**src/rtl/nocPkg.sv**
```systemverilog
package nocPkg;

  localparam int numPorts     = 5;
  localparam int flitIdWidth  = 3;
  localparam int payloadWidth = 16;
  localparam int lengthWidth  = 12;
  localparam int portIdxWidth = 3;
  localparam int stateWidth   = numPorts + 1; // Idle plus one bit per port.

  // Flit id codes.
  localparam logic [flitIdWidth-1:0] flitIdle = 3'd0;
  localparam logic [flitIdWidth-1:0] flitHead = 3'd1;
  localparam logic [flitIdWidth-1:0] flitBody = 3'd2;
  localparam logic [flitIdWidth-1:0] flitTail = 3'd3;

  // Port indices and bit positions in the per-port arrays.
  localparam logic [portIdxWidth-1:0] portL = 3'd0;
  localparam logic [portIdxWidth-1:0] portN = 3'd1;
  localparam logic [portIdxWidth-1:0] portE = 3'd2;
  localparam logic [portIdxWidth-1:0] portW = 3'd3;
  localparam logic [portIdxWidth-1:0] portS = 3'd4;

  // One-hot arbiter states.
  localparam logic [stateWidth-1:0] stIdle = 6'b000001;
  localparam logic [stateWidth-1:0] stL    = 6'b000010;
  localparam logic [stateWidth-1:0] stN    = 6'b000100;
  localparam logic [stateWidth-1:0] stE    = 6'b001000;
  localparam logic [stateWidth-1:0] stW    = 6'b010000;
  localparam logic [stateWidth-1:0] stS    = 6'b100000;

  // Header flits carry the grant quantum in the low bits.
  typedef union packed {
    struct packed {
      logic [payloadWidth-lengthWidth-1:0] rsvd;
      logic [lengthWidth-1:0]              length;
    } head;
    logic [payloadWidth-1:0] data;
  } flitPayload_t;

endpackage

```
**src/rtl/outputLink.sv**
```systemverilog
`timescale 1ns/1ps

module outputLink import nocPkg::*;
(
  input  logic                                  clk,
  input  logic                                  rst,
  input  logic [numPorts-1:0]                   grant,
  input  logic [numPorts-1:0][flitIdWidth-1:0]  flitId,
  input  logic [numPorts-1:0][payloadWidth-1:0] flitData,
  output logic                                  outValid,
  output logic [flitIdWidth-1:0]                outId,
  output logic [payloadWidth-1:0]               outData,
  output logic [portIdxWidth-1:0]               outPort
);

  logic [flitIdWidth-1:0]  selId;
  flitPayload_t            selPayload;
  logic [portIdxWidth-1:0] selPort;

  // One-hot AND-OR mux over the per-port flits.
  always_comb
  begin
    selId           = '0;
    selPayload.data = '0;
    selPort         = '0;
    for (int i = 0; i < numPorts; i++)
    begin
      if (grant[i])
      begin
        selId           = selId | flitId[i];
        selPayload.data = selPayload.data | flitData[i];
        selPort         = selPort | portIdxWidth'(i); // Source index.
      end
    end
  end

  always_ff @(posedge clk)
  begin
    if (rst)
      outValid <= 1'b0;
    else
      outValid <= (|grant) && (selId != flitIdle);
  end

  always_ff @(posedge clk)
  begin
    outId   <= selId;
    outData <= selPayload.data;
    outPort <= selPort;
  end

endmodule

```
**src/rtl/portTimer.sv**
```systemverilog
`timescale 1ns/1ps

module portTimer import nocPkg::*;
(
  input  logic                   clk,
  input  logic                   rst,
  input  logic [flitIdWidth-1:0] flitId,
  input  logic [lengthWidth-1:0] length,
  input  logic                   runTimer,
  output logic                   timesUp
);

  logic [lengthWidth-1:0] limit;
  logic [lengthWidth-1:0] count;

  always_ff @(posedge clk)
  begin
    if (rst)
    begin
      limit <= '0;
      count <= '0;
    end
    else
    begin
      if (flitId == flitHead)
        limit <= length; // New quantum per packet.
      if (runTimer)
        count <= count + 1'b1;
      else
        count <= '0;
    end
  end

  // Quantum spent once the count reaches the header length.
  assign timesUp = (count == limit);

endmodule

```
**src/rtl/routerOutputPort.sv**
```systemverilog
`timescale 1ns/1ps

module routerOutputPort import nocPkg::*;
(
  input  logic                                  clk,
  input  logic                                  rst,
  input  logic [numPorts-1:0][flitIdWidth-1:0]  flitId,
  input  logic [numPorts-1:0][payloadWidth-1:0] flitData,
  input  logic [numPorts-1:0]                   req,
  output logic [numPorts-1:0]                   grant,
  output logic                                  outValid,
  output logic [flitIdWidth-1:0]                outId,
  output logic [payloadWidth-1:0]               outData,
  output logic [portIdxWidth-1:0]               outPort
);

  // Switch allocation for the single output link.
  switchArbiter i_switchArbiter (
    .clk      (clk),
    .rst      (rst),
    .flitId   (flitId),
    .flitData (flitData),
    .req      (req),
    .grant    (grant)
  );

  // Registered crossbar slice that trails the grant by one cycle.
  outputLink i_outputLink (
    .clk      (clk),
    .rst      (rst),
    .grant    (grant),
    .flitId   (flitId),
    .flitData (flitData),
    .outValid (outValid),
    .outId    (outId),
    .outData  (outData),
    .outPort  (outPort)
  );

endmodule

```
**src/rtl/switchArbiter.sv**
```systemverilog
`timescale 1ns/1ps

module switchArbiter import nocPkg::*;
(
  input  logic                                    clk,
  input  logic                                    rst,
  input  logic [numPorts-1:0][flitIdWidth-1:0]    flitId,
  input  logic [numPorts-1:0][payloadWidth-1:0]   flitData,
  input  logic [numPorts-1:0]                     req,
  output logic [numPorts-1:0]                     grant
);

  logic [stateWidth-1:0] state;
  logic [stateWidth-1:0] nextState;
  logic [numPorts-1:0]   runTimer;
  logic [numPorts-1:0]   timesUp;
  logic [numPorts-1:0]   stay;

  // First requester among span ports, starting at port start.
  function automatic logic [stateWidth-1:0] pickFrom(
    input int                  start,
    input int                  span,
    input logic [numPorts-1:0] reqs
  );
    logic [stateWidth-1:0] pick;
    logic                  found;
    int                    idx;
    pick  = stIdle;
    found = 1'b0;
    for (int k = 0; k < numPorts; k++)
    begin
      idx = (start + k) % numPorts;
      if (k < span && !found && reqs[idx])
      begin
        pick  = stateWidth'(1) << (idx + 1);
        found = 1'b1;
      end
    end
    return pick;
  endfunction

  // Keep the current holder, else rotate past it.
  function automatic logic [stateWidth-1:0] holdOrPass(
    input int                  port,
    input logic [numPorts-1:0] stays,
    input logic [numPorts-1:0] reqs
  );
    if (stays[port])
      return stateWidth'(1) << (port + 1);
    return pickFrom(port + 1, numPorts - 1, reqs);
  endfunction

  for (genvar i = 0; i < numPorts; i++)
  begin : gTimer
    flitPayload_t hdr;

    assign hdr = flitData[i];

    portTimer i_portTimer (
      .clk      (clk),
      .rst      (rst),
      .flitId   (flitId[i]),
      .length   (hdr.head.length),
      .runTimer (runTimer[i]),
      .timesUp  (timesUp[i])
    );
  end

  assign stay = req & ~timesUp;

  always_comb
  begin
    case (state)
      stIdle:  nextState = pickFrom(portL, numPorts, req); // Fixed priority.
      stL:     nextState = holdOrPass(portL, stay, req);
      stN:     nextState = holdOrPass(portN, stay, req);
      stE:     nextState = holdOrPass(portE, stay, req);
      stW:     nextState = holdOrPass(portW, stay, req);
      stS:     nextState = holdOrPass(portS, stay, req);
      default: nextState = stIdle;
    endcase
  end

  // Only a continuing grant advances the holder's timer.
  always_comb
  begin
    runTimer = '0;
    if (nextState == state)
      runTimer = state[numPorts:1];
  end

  always_ff @(posedge clk)
  begin
    if (rst)
      state <= stIdle;
    else
      state <= nextState;
  end

  assign grant = state[numPorts:1];

endmodule

```
**config.mk**
```make
export PLATFORM = sky130hd
export DESIGN_NAME = routerOutputPort
export DESIGN_NICKNAME = d
export VERILOG_FILES = /design/src/rtl/nocPkg.sv /design/src/rtl/outputLink.sv /design/src/rtl/portTimer.sv /design/src/rtl/routerOutputPort.sv /design/src/rtl/switchArbiter.sv
export SDC_FILE = /design/constraint.sdc
export NUM_CORES = 1
export LEC_CHECK = 0
export BUFFER_PORTS_ARGS = -buffer_cell sky130_fd_sc_hd__buf_2
export CORE_ASPECT_RATIO = 1.5
export CORE_MARGIN = 2
export CORE_UTILIZATION = 38
export DETAILED_ROUTE_END_ITERATION = 16
export GPL_TIMING_DRIVEN = 0
export PLACE_DENSITY_LB_ADDON = 0.2
export SETUP_SLACK_MARGIN = 0.02
export SYNTH_ARGS = -nofsm -noshare
export SYNTH_HDL_FRONTEND = slang
export SYNTH_SLANG_ARGS = --single-unit
```
**constraint.sdc**
```tcl
create_clock -name clk -period 3.6 [get_ports clk]
set_clock_uncertainty 0.2 [all_clocks]
set_input_delay 0.72 -clock clk [delete_from_list [all_inputs] [get_ports clk]]
set_output_delay 0.72 -clock clk [all_outputs]
set_load 0.01 [all_outputs]
```
==> results of run 1 <==
## cells in the mapped netlist (all sizes together), types with 11 or more instances
cell type | count | area, um2
dfxtp | 149 | 2980
a21oi | 65 | 329
nor2 | 60 | 225
inv | 11 | 41.3
nand4 | 14 | 93.8
nor3 | 20 | 115
buf | 22 | 145
a222oi | 19 | 190
a22oi | 20 | 150
and3 | 21 | 131
xnor2 | 40 | 350
nand3 | 26 | 130
nor4 | 25 | 234
clkbuf | 31 | 116
nand2 | 192 | 721
xor2 | 70 | 613
## registers in the layout (all words and copies together) (netlist names)
register and cells:
i_outputLink.outValid 1, i_switchArbiter.state 6, i_outputLink.outData 16, i_switchArbiter.gTimer.i_portTimer.count 60
i_outputLink.outPort 3, i_switchArbiter.gTimer.i_portTimer.limit 60, i_outputLink.outId 3
## path summary, 6_finish.rpt
check | startpoint | cells after the start | endpoint | slack [ns]
hold reg to reg | i_switchArbiter.state[5]$_SDFF_PP0_ | 0 | i_outputLink.outPort[2]$_SDFF_PP1_ | 0.17
hold / removal | i_switchArbiter.state[5]$_SDFF_PP0_ | 0 | i_outputLink.outPort[2]$_SDFF_PP1_ | 0.17
setup reg to reg | i_switchArbiter.state[3]$_SDFF_PP0_ | 10 | i_switchArbiter.gTimer[0].i_portTimer.count[9]$_SDFF_PP0_ | 0.14
setup / recovery | i_switchArbiter.state[3]$_SDFF_PP0_ | 10 | i_switchArbiter.gTimer[0].i_portTimer.count[9]$_SDFF_PP0_ | 0.14
## cells in the final DEF (no fill, tap or decap), types with 5 or more instances in the layout
master / instances
xor2_1: 70
and2_1: 8
ha_1: 5
nor2b_1: 5
nand2_1: 192
clkbuf_16: 17
a22oi_1: 20
clkbuf_1: 33
buf_2: 132
nor4_2: 11
xnor2_1: 40
and3_1: 21
nor2_1: 60
dfxtp_1: 149
o21ai_0: 6
nand4_1: 13
a222oi_1: 19
nand3_1: 26
nor3_1: 17
buf_4: 7
buf_1: 6
a21oi_1: 64
inv_1: 11
nor4_1: 13
## power by group
part           internal (mW)  switching, mW  leakage (nW)
clock network           1.13          0.716         0.291
logic                  0.245          0.413          2.16
registers               1.72         0.0322          1.21
## kinds of logic after synthesis
family / count (synthesis) / synth area share (%)
xor+xnor: 110 / 13.5
compound gates: 136 / 12.8
simple gates: 395 / 26.8
flops: 149 / 41.8
buf+inv: 64 / 4.24
fa+ha+maj: 5 / 0.876
## cell type report
type                       count  area (um2)
inverter                      11        41.3
clock buffer                  22         464
buffer                        53         263
clock inverter                10         145
tap                          252         315
antenna                        3        7.51
timing repair buffer         127         636
multi-input combinational    646        3860
sequential                   149        2980
fill                        1943        9750
## routing by layer
layer | global-route usage, % | share of wire (%)
met5 | 0 | 0.12
met4 | 9.32 | 2.9
met3 | 4.21 | 5.9
met2 | 41.4 | 50
met1 | 28.0 | 41
==> results.json, run 1 <==
{
  "cts_sinks": 149,
  "cts_resized": 0,
  "critPathLaunchType": "register",
  "syn_nets": 966,
  "final_area_um2": 8720,
  "cts_tree": "yes",
  "fin_cells": 1273,
  "ys_seq_area_share_pct": 41.8,
  "min_period_over_period_pct": 96.1,
  "gr-total-overflow": 0,
  "place_inst": 1238,
  "wirelength_mm": 22.7,
  "synthCells": 859,
  "run_status": "finished, final reports clean",
  "cp_data_arrival_time_ns": 3.59,
  "worst_hold_slack_ns": 0.166,
  "clock_latency_ns": 0.43,
  "antenna_found_initial": 5,
  "cts_hold_buffers": 0,
  "via_per_inst": 5.29,
  "final_hold_viol_count": 0,
  "avgSynthCellArea_um2": 8.31,
  "clk_pin_slew_ns": 0.06,
  "io_pins": 130,
  "die-area_um2": 19900,
  "peakVddDrop_v": 0.000273,
  "grt_util_all_layers_pct": 23.5,
  "p_leak_nw": 3.66,
  "setup-violations-final": 0,
  "grt_pass1_wl_mm": 35.4,
  "power_mw": 4.26,
  "synth.ff_latch_count": 149,
  "core_area_um2": 18500,
  "synth_edf_count": 0,
  "holdCritPathClass": "reg -> reg",
  "path_buf_inv": 3,
  "tns_ns": 0,
  "worstSetupPathType": "reg -> reg",
  "final.min_clock_period_ns": 3.46,
  "grt_pass1_vias": 6573,
  "cts_buffers": 17,
  "yosysWarnings": 0,
  "async_flop_share_pct": 0,
  "drt_iter0_drc": 470,
  "worstMarginPinSlew_ns": 0.735,
  "netlist_area_um2": 7140,
  "htreeDepth": 4,
  "cap_violations": 0,
  "ant_nets": 0,
  "drive_gt1_share_pct": 19.5,
  "wl_per_cell_um": 17.9,
  "synth_cell_types": 56,
  "final_nets": 1112,
  "rsz0062_at_grt": "false",
  "grt_max_degree": 17,
  "place_congestion": 0.900,
  "utilization_pct": 47.2,
  "port_buffers": 127,
  "end_kind": "register",
  "num_rows": 61,
  "path_delay_family": "simple AND/OR/NAND/NOR gates",
  "drv_slew": 0,
  "drt_pass1_iterations": 7,
  "cp.required_ns": 3.74,
  "crit_path_frequent_cell": "buf_2",
  "relSlewSlack_pct": 51.0,
  "setup_slack_ns": 0.141,
  "cpPeakStageDelay_ns": 0.49,
  "p_per_area_nw_per_um2": 488,
  "cp_slowest_cell": "dfxtp_1",
  "clock_path_buffers": 2,
  "via_count": 6730,
  "initial_core_util_pct": 38.7,
  "dpl_worst_slack_ns": 0.178,
  "cp_cell_sequence": "buf_2, inv_1, nor3_2, nand4_1, a32oi_1, o31ai_1, a21boi_0, nand3_1, buf_2, nor4_2",
  "drc": 0,
  "dieWidth_um": 116,
  "hpwl_mm": 17.8,
  "crit_fanout": 10,
  "placed_area_um2": 8090,
  "cts-root-buf": "clkbuf_16",
  "postCtsSetupBuffers": 0,
  "fmax_mhz": 289,
  "synth_ff_type": "dfxtp_1",
  "die_y_um": 172,
  "area_delta_synth_final_pct": 22.1
}
Power figures use the tool's default switching activity.
==> run 2, diff against run 1 <==
- clock period: 3.6 -> 4.4 ns (I/O delays scaled with it)
==> results.json, run 2 (same netlist as run 1, synthesis figures left out) <==
{
  "run_status": "finished, final reports clean",
  "grt_pass1_vias": 6573,
  "p_sw_uw": 950,
  "drt_iter0_drc": 469,
  "p_leak_nw": 3.65,
  "antenna_found_initial": 5,
  "power_frac_seq_pct": 41.1,
  "min_period_over_period_pct": 79.0,
  "pwr-share-comb_pct": 15.4,
  "final.min_clock_period_ns": 3.48,
  "die_y_um": 172,
  "end_kind": "register",
  "port_buffers": 127,
  "cts_tree": "yes",
  "tns_ns": 0,
  "core_area_um2": 18500,
  "die-area_um2": 19900,
  "path_buf_inv": 3,
  "io_pins": 130,
  "drive_gt1_share_pct": 19.4,
  "worstSetupPathType": "reg -> reg",
  "cts-root-buf": "clkbuf_16",
  "cap_violations": 0,
  "nFillCells": 1942,
  "postCtsSetupBuffers": 0,
  "cp.required_ns": 4.54,
  "num_rows": 61,
  "holdCritPathClass": "reg -> reg",
  "drc": 0,
  "cp_data_arrival_time_ns": 3.61,
  "initial_core_util_pct": 38.7,
  "mostFrequentLayoutCells": "nand2_1 (192), dfxtp_1 (149), buf_2 (132)",
  "place_congestion": 0.900,
  "p_per_area_nw_per_um2": 400,
  "cts_buffers": 17,
  "wirelength_mm": 22.7,
  "switching_share_pct": 27.3,
  "cp_slowest_cell": "dfxtp_1",
  "power_mw": 3.48,
  "via_count": 6723,
  "via_per_inst": 5.28,
  "grt_util_all_layers_pct": 23.5,
  "clock_latency_ns": 0.43,
  "setup-violations-final": 0,
  "drv_slew": 0,
  "cts_hold_buffers": 0,
  "crit_path_frequent_cell": "buf_2",
  "internal-power_mw": 2.53,
  "dieWidth_um": 116,
  "area_delta_synth_final_pct": 22.0,
  "final_hold_viol_count": 0,
  "hpwl_mm": 17.8,
  "relSlewSlack_pct": 51.5,
  "final_common_cell": "nand2_1",
  "worstMarginPinSlew_ns": 0.721,
  "ant_nets": 0,
  "critPathLaunchType": "register",
  "path_delay_family": "simple AND/OR/NAND/NOR gates",
  "cts_sinks": 149,
  "grt_max_degree": 17,
  "cpPeakStageDelay_ns": 0.49,
  "gr-total-overflow": 0,
  "fmax_mhz": 288,
  "cp_cell_sequence": "buf_2, inv_1, nor3_2, nand4_1, a32oi_1, o31ai_1, a21boi_0, nand3_1, buf_2, nor4_2",
  "rsz0062_at_grt": "false",
  "htreeDepth": 4,
  "place_inst": 1238,
  "final_nets": 1112,
  "grt_pass1_wl_mm": 35.4,
  "drt_pass1_iterations": 8,
  "wl_per_cell_um": 17.9,
  "clock_path_buffers": 2,
  "reg_top3": "i_switchArbiter.gTimer.i_portTimer.count (60), i_switchArbiter.gTimer.i_portTimer.limit (60), i_outputLink.outData (16)",
  "clkPwrFrac_pct": 43.5,
  "clk_pin_slew_ns": 0.06,
  "crit_fanout": 10,
  "peakVddDrop_v": 0.000224,
  "cts_resized": 0,
  "fin_cells": 1273
}
run 2: cell counts in the layout (fill, tap and decap cells not counted):
No cell type changed its count.
run 2: final timing paths:
check,start,end,slack (ns),depth (start not counted)
worst max-delay path,i_switchArbiter.state[3]$_SDFF_PP0_,i_switchArbiter.gTimer[0].i_portTimer.count[9]$_SDFF_PP0_,0.92,10
worst min-delay path,i_switchArbiter.state[5]$_SDFF_PP0_,i_outputLink.outPort[2]$_SDFF_PP1_,0.17,0
worst max register to register,i_switchArbiter.state[3]$_SDFF_PP0_,i_switchArbiter.gTimer[0].i_portTimer.count[9]$_SDFF_PP0_,0.92,10
worst min register to register,i_switchArbiter.state[5]$_SDFF_PP0_,i_outputLink.outPort[2]$_SDFF_PP1_,0.17,0
run 2: layout make-up:
class / instances / area (um2) / area share, %
timing repair buffer: 127 / 636 / 7.30
antenna: 3 / 7.51 / 0.0862
inverter: 11 / 41.3 / 0.474
clock inverter: 10 / 145 / 1.67
sequential: 149 / 2980 / 34.2
tap: 252 / 315 / 3.62
clock buffer: 22 / 464 / 5.33
buffer: 53 / 262 / 3.00
multi-input combinational: 646 / 3860 / 44.3
run 2: metrics by stage:
stage	utilization (%)	worst slack [ns]	instance area, um2	hold slack (ns)
after CTS	47.1	0.972	8700	0.170
after global placement	43.8	0.932	8090	0.159
after detailed placement	43.8	0.936	8090	0.164
after global routing	47.1	0.724	8700	0.174
final	47.2	0.924	8710	0.166
after floorplan	-	1.47	7140	0.147
run 2: power groups by stage:
stage / clock (mW) / combinational [mW] / sequential, mW
floorplan: 0 / 0.303 / 1.47
global placement: 0 / 0.534 / 1.46
detailed placement: 0 / 0.535 / 1.46
CTS: 1.54 / 0.537 / 1.43
global route: 1.58 / 0.584 / 1.44
finish: 1.51 / 0.538 / 1.43
run 2: per-layer routing:
layer  share of wire [%]  global-route usage (%)  vias up
met5                0.12                       0        -
met4                 2.8                    9.32        4
met3                 5.6                    4.21       40
met2                  50                    41.4      227
met1                  42                    28.0     3192
li1                    -                       -     3260
==> run 3, diff against run 2 <==
- clock period: 4.4 -> 3.05 ns (I/O delays scaled with it)
==> results.json, run 3 (same netlist as run 1, synthesis figures left out) <==
{
  "run_status": "finished, final reports clean",
  "final_nets": 1123,
  "gr-total-overflow": 0,
  "setup-violations-final": 0,
  "die-area_um2": 19900,
  "grt_pass1_wl_mm": 35.7,
  "hpwl_mm": 17.8,
  "drv_slew": 0,
  "final_area_um2": 9010,
  "whs_endpoint": "i_outputLink.outPort[2]$_SDFF_PP1_",
  "power_mw": 5.11,
  "p_per_area_nw_per_um2": 567,
  "place_congestion": 0.900,
  "cts_sinks": 149,
  "cts_tree": "yes",
  "port_buffers": 127,
  "drive_gt1_share_pct": 22.6,
  "worstMarginPinSlew_ns": 0.727,
  "drt_iter0_drc": 527,
  "cts-root-buf": "clkbuf_16",
  "peakVddDrop_v": 0.000340,
  "htreeDepth": 4,
  "cap_violations": 0,
  "initial_core_util_pct": 38.7,
  "core_area_um2": 18500,
  "min_period_over_period_pct": 98.8,
  "final_common_cell": "nand2_1",
  "hp-start": "i_switchArbiter.state[5]$_SDFF_PP0_",
  "rsz0062_at_grt": "true",
  "critPathLaunchType": "register",
  "ant_nets": 0,
  "num_rows": 61,
  "final_hold_viol_count": 0,
  "via_per_inst": 5.28,
  "grt_max_degree": 17,
  "r2r_cells": 11,
  "cts_buffers": 17,
  "antenna_found_initial": 5,
  "fin_cells": 1284,
  "r2r-start": "i_switchArbiter.state[1]$_SDFF_PP0_",
  "r2r_slack_ns": 0.04,
  "place_inst": 1238,
  "setup_slack_ns": 0.0370,
  "clock_latency_ns": 0.43,
  "crit_fanout": 10,
  "final.min_clock_period_ns": 3.01,
  "clock_path_buffers": 2,
  "worst_hold_slack_ns": 0.168,
  "whs_path_depth": 0,
  "drt_pass1_iterations": 8,
  "end_kind": "register",
  "worstReg2RegEnd": "i_switchArbiter.gTimer[1].i_portTimer.count[9]$_SDFF_PP0_",
  "clk_pin_slew_ns": 0.06,
  "mostFrequentLayoutCells": "nand2_1 (191), dfxtp_1 (148), buf_2 (128)",
  "fmax_mhz": 332,
  "reg_top3": "i_switchArbiter.gTimer.i_portTimer.count (60), i_switchArbiter.gTimer.i_portTimer.limit (60), i_outputLink.outData (16)",
  "tns_ns": 0,
  "relSlewSlack_pct": 51.5,
  "wirelength_mm": 23.1,
  "dpl_worst_slack_ns": -0.372,
  "holdCritPathClass": "reg -> reg",
  "grt_pass1_vias": 6644,
  "die_y_um": 172,
  "cts_hold_buffers": 0,
  "utilization_pct": 48.8,
  "grt_util_all_layers_pct": 23.7,
  "wl_per_cell_um": 18.0,
  "area_delta_synth_final_pct": 26.2,
  "dieWidth_um": 116,
  "drc": 0,
  "cp_data_arrival_time_ns": 3.13,
  "cp.required_ns": 3.17,
  "via_count": 6777,
  "p_leak_nw": 3.78,
  "placed_area_um2": 8090,
  "io_pins": 130,
  "worstSetupPathType": "reg -> reg"
}
==> run 3: timing repair <==
item	in CTS	in global routing
pin swaps	3	8
setup buffers	1	9
endpoints found under the setup margin	58	58
gates cloned	1	0
gates resized for setup	28	22
==> run 3: worst max-delay path: stages (launching register included) <==
cell and delay [ns]:
dfxtp_1 0.31, buf_4 0.17, or4_4 0.59, buf_4 0.16
or3_1 0.39, and4_1 0.21, a22oi_2 0.24, a221oi_4 0.11
nand4_4 0.14, buf_12 0.16, buf_6 0.15, nor2_1 0.05
==> run 3: layer usage <==
layer	routed length (um)	GRT usage [%]
met1	9070	28.0
met3	1690	4.31
met2	11400	41.3
met5	28	0
met4	826	10.7
==> run 3: worst max path at each step <==
stage | from | to | slack, ns | cells past startpoint
floorplan | i_switchArbiter.state[1]$_SDFF_PP0_ | i_switchArbiter.gTimer[1].i_portTimer.count[10]$_SDFF_PP0_ | 0.31 | 10
global placement | i_switchArbiter.state[3]$_SDFF_PP0_ | i_switchArbiter.gTimer[0].i_portTimer.count[9]$_SDFF_PP0_ | -0.38 | 10
detailed placement | i_switchArbiter.state[3]$_SDFF_PP0_ | i_switchArbiter.gTimer[0].i_portTimer.count[7]$_SDFF_PP0_ | -0.37 | 10
CTS | i_switchArbiter.state[1]$_SDFF_PP0_ | i_switchArbiter.gTimer[0].i_portTimer.count[9]$_SDFF_PP0_ | 0.0008 | 11
global route | i_switchArbiter.state[1]$_SDFF_PP0_ | i_switchArbiter.gTimer[0].i_portTimer.count[10]$_SDFF_PP0_ | -0.07 | 11
finish | i_switchArbiter.state[1]$_SDFF_PP0_ | i_switchArbiter.gTimer[1].i_portTimer.count[9]$_SDFF_PP0_ | 0.04 | 11
==> run 3: power by group <==
group          internal [mW]  leakage (nW)  switching [mW]
clock network           1.34         0.291           0.846
logic                  0.344          2.28           0.520
registers               2.03          1.21          0.0384
total                   3.71          3.78            1.40
==> run 3: layout make-up <==
cell class                      instances  area [um2]
Fill cell                            1920        9460
Clock buffer                           22         464
Clock inverter                         10         145
Sequential cell                       149        2980
Buffer                                 53         294
Antenna cell                            3        7.51
Tap cell                              252         315
Multi-Input combinational cell        646        4040
Timing Repair Buffer                  138         726
Inverter                               11        41.3
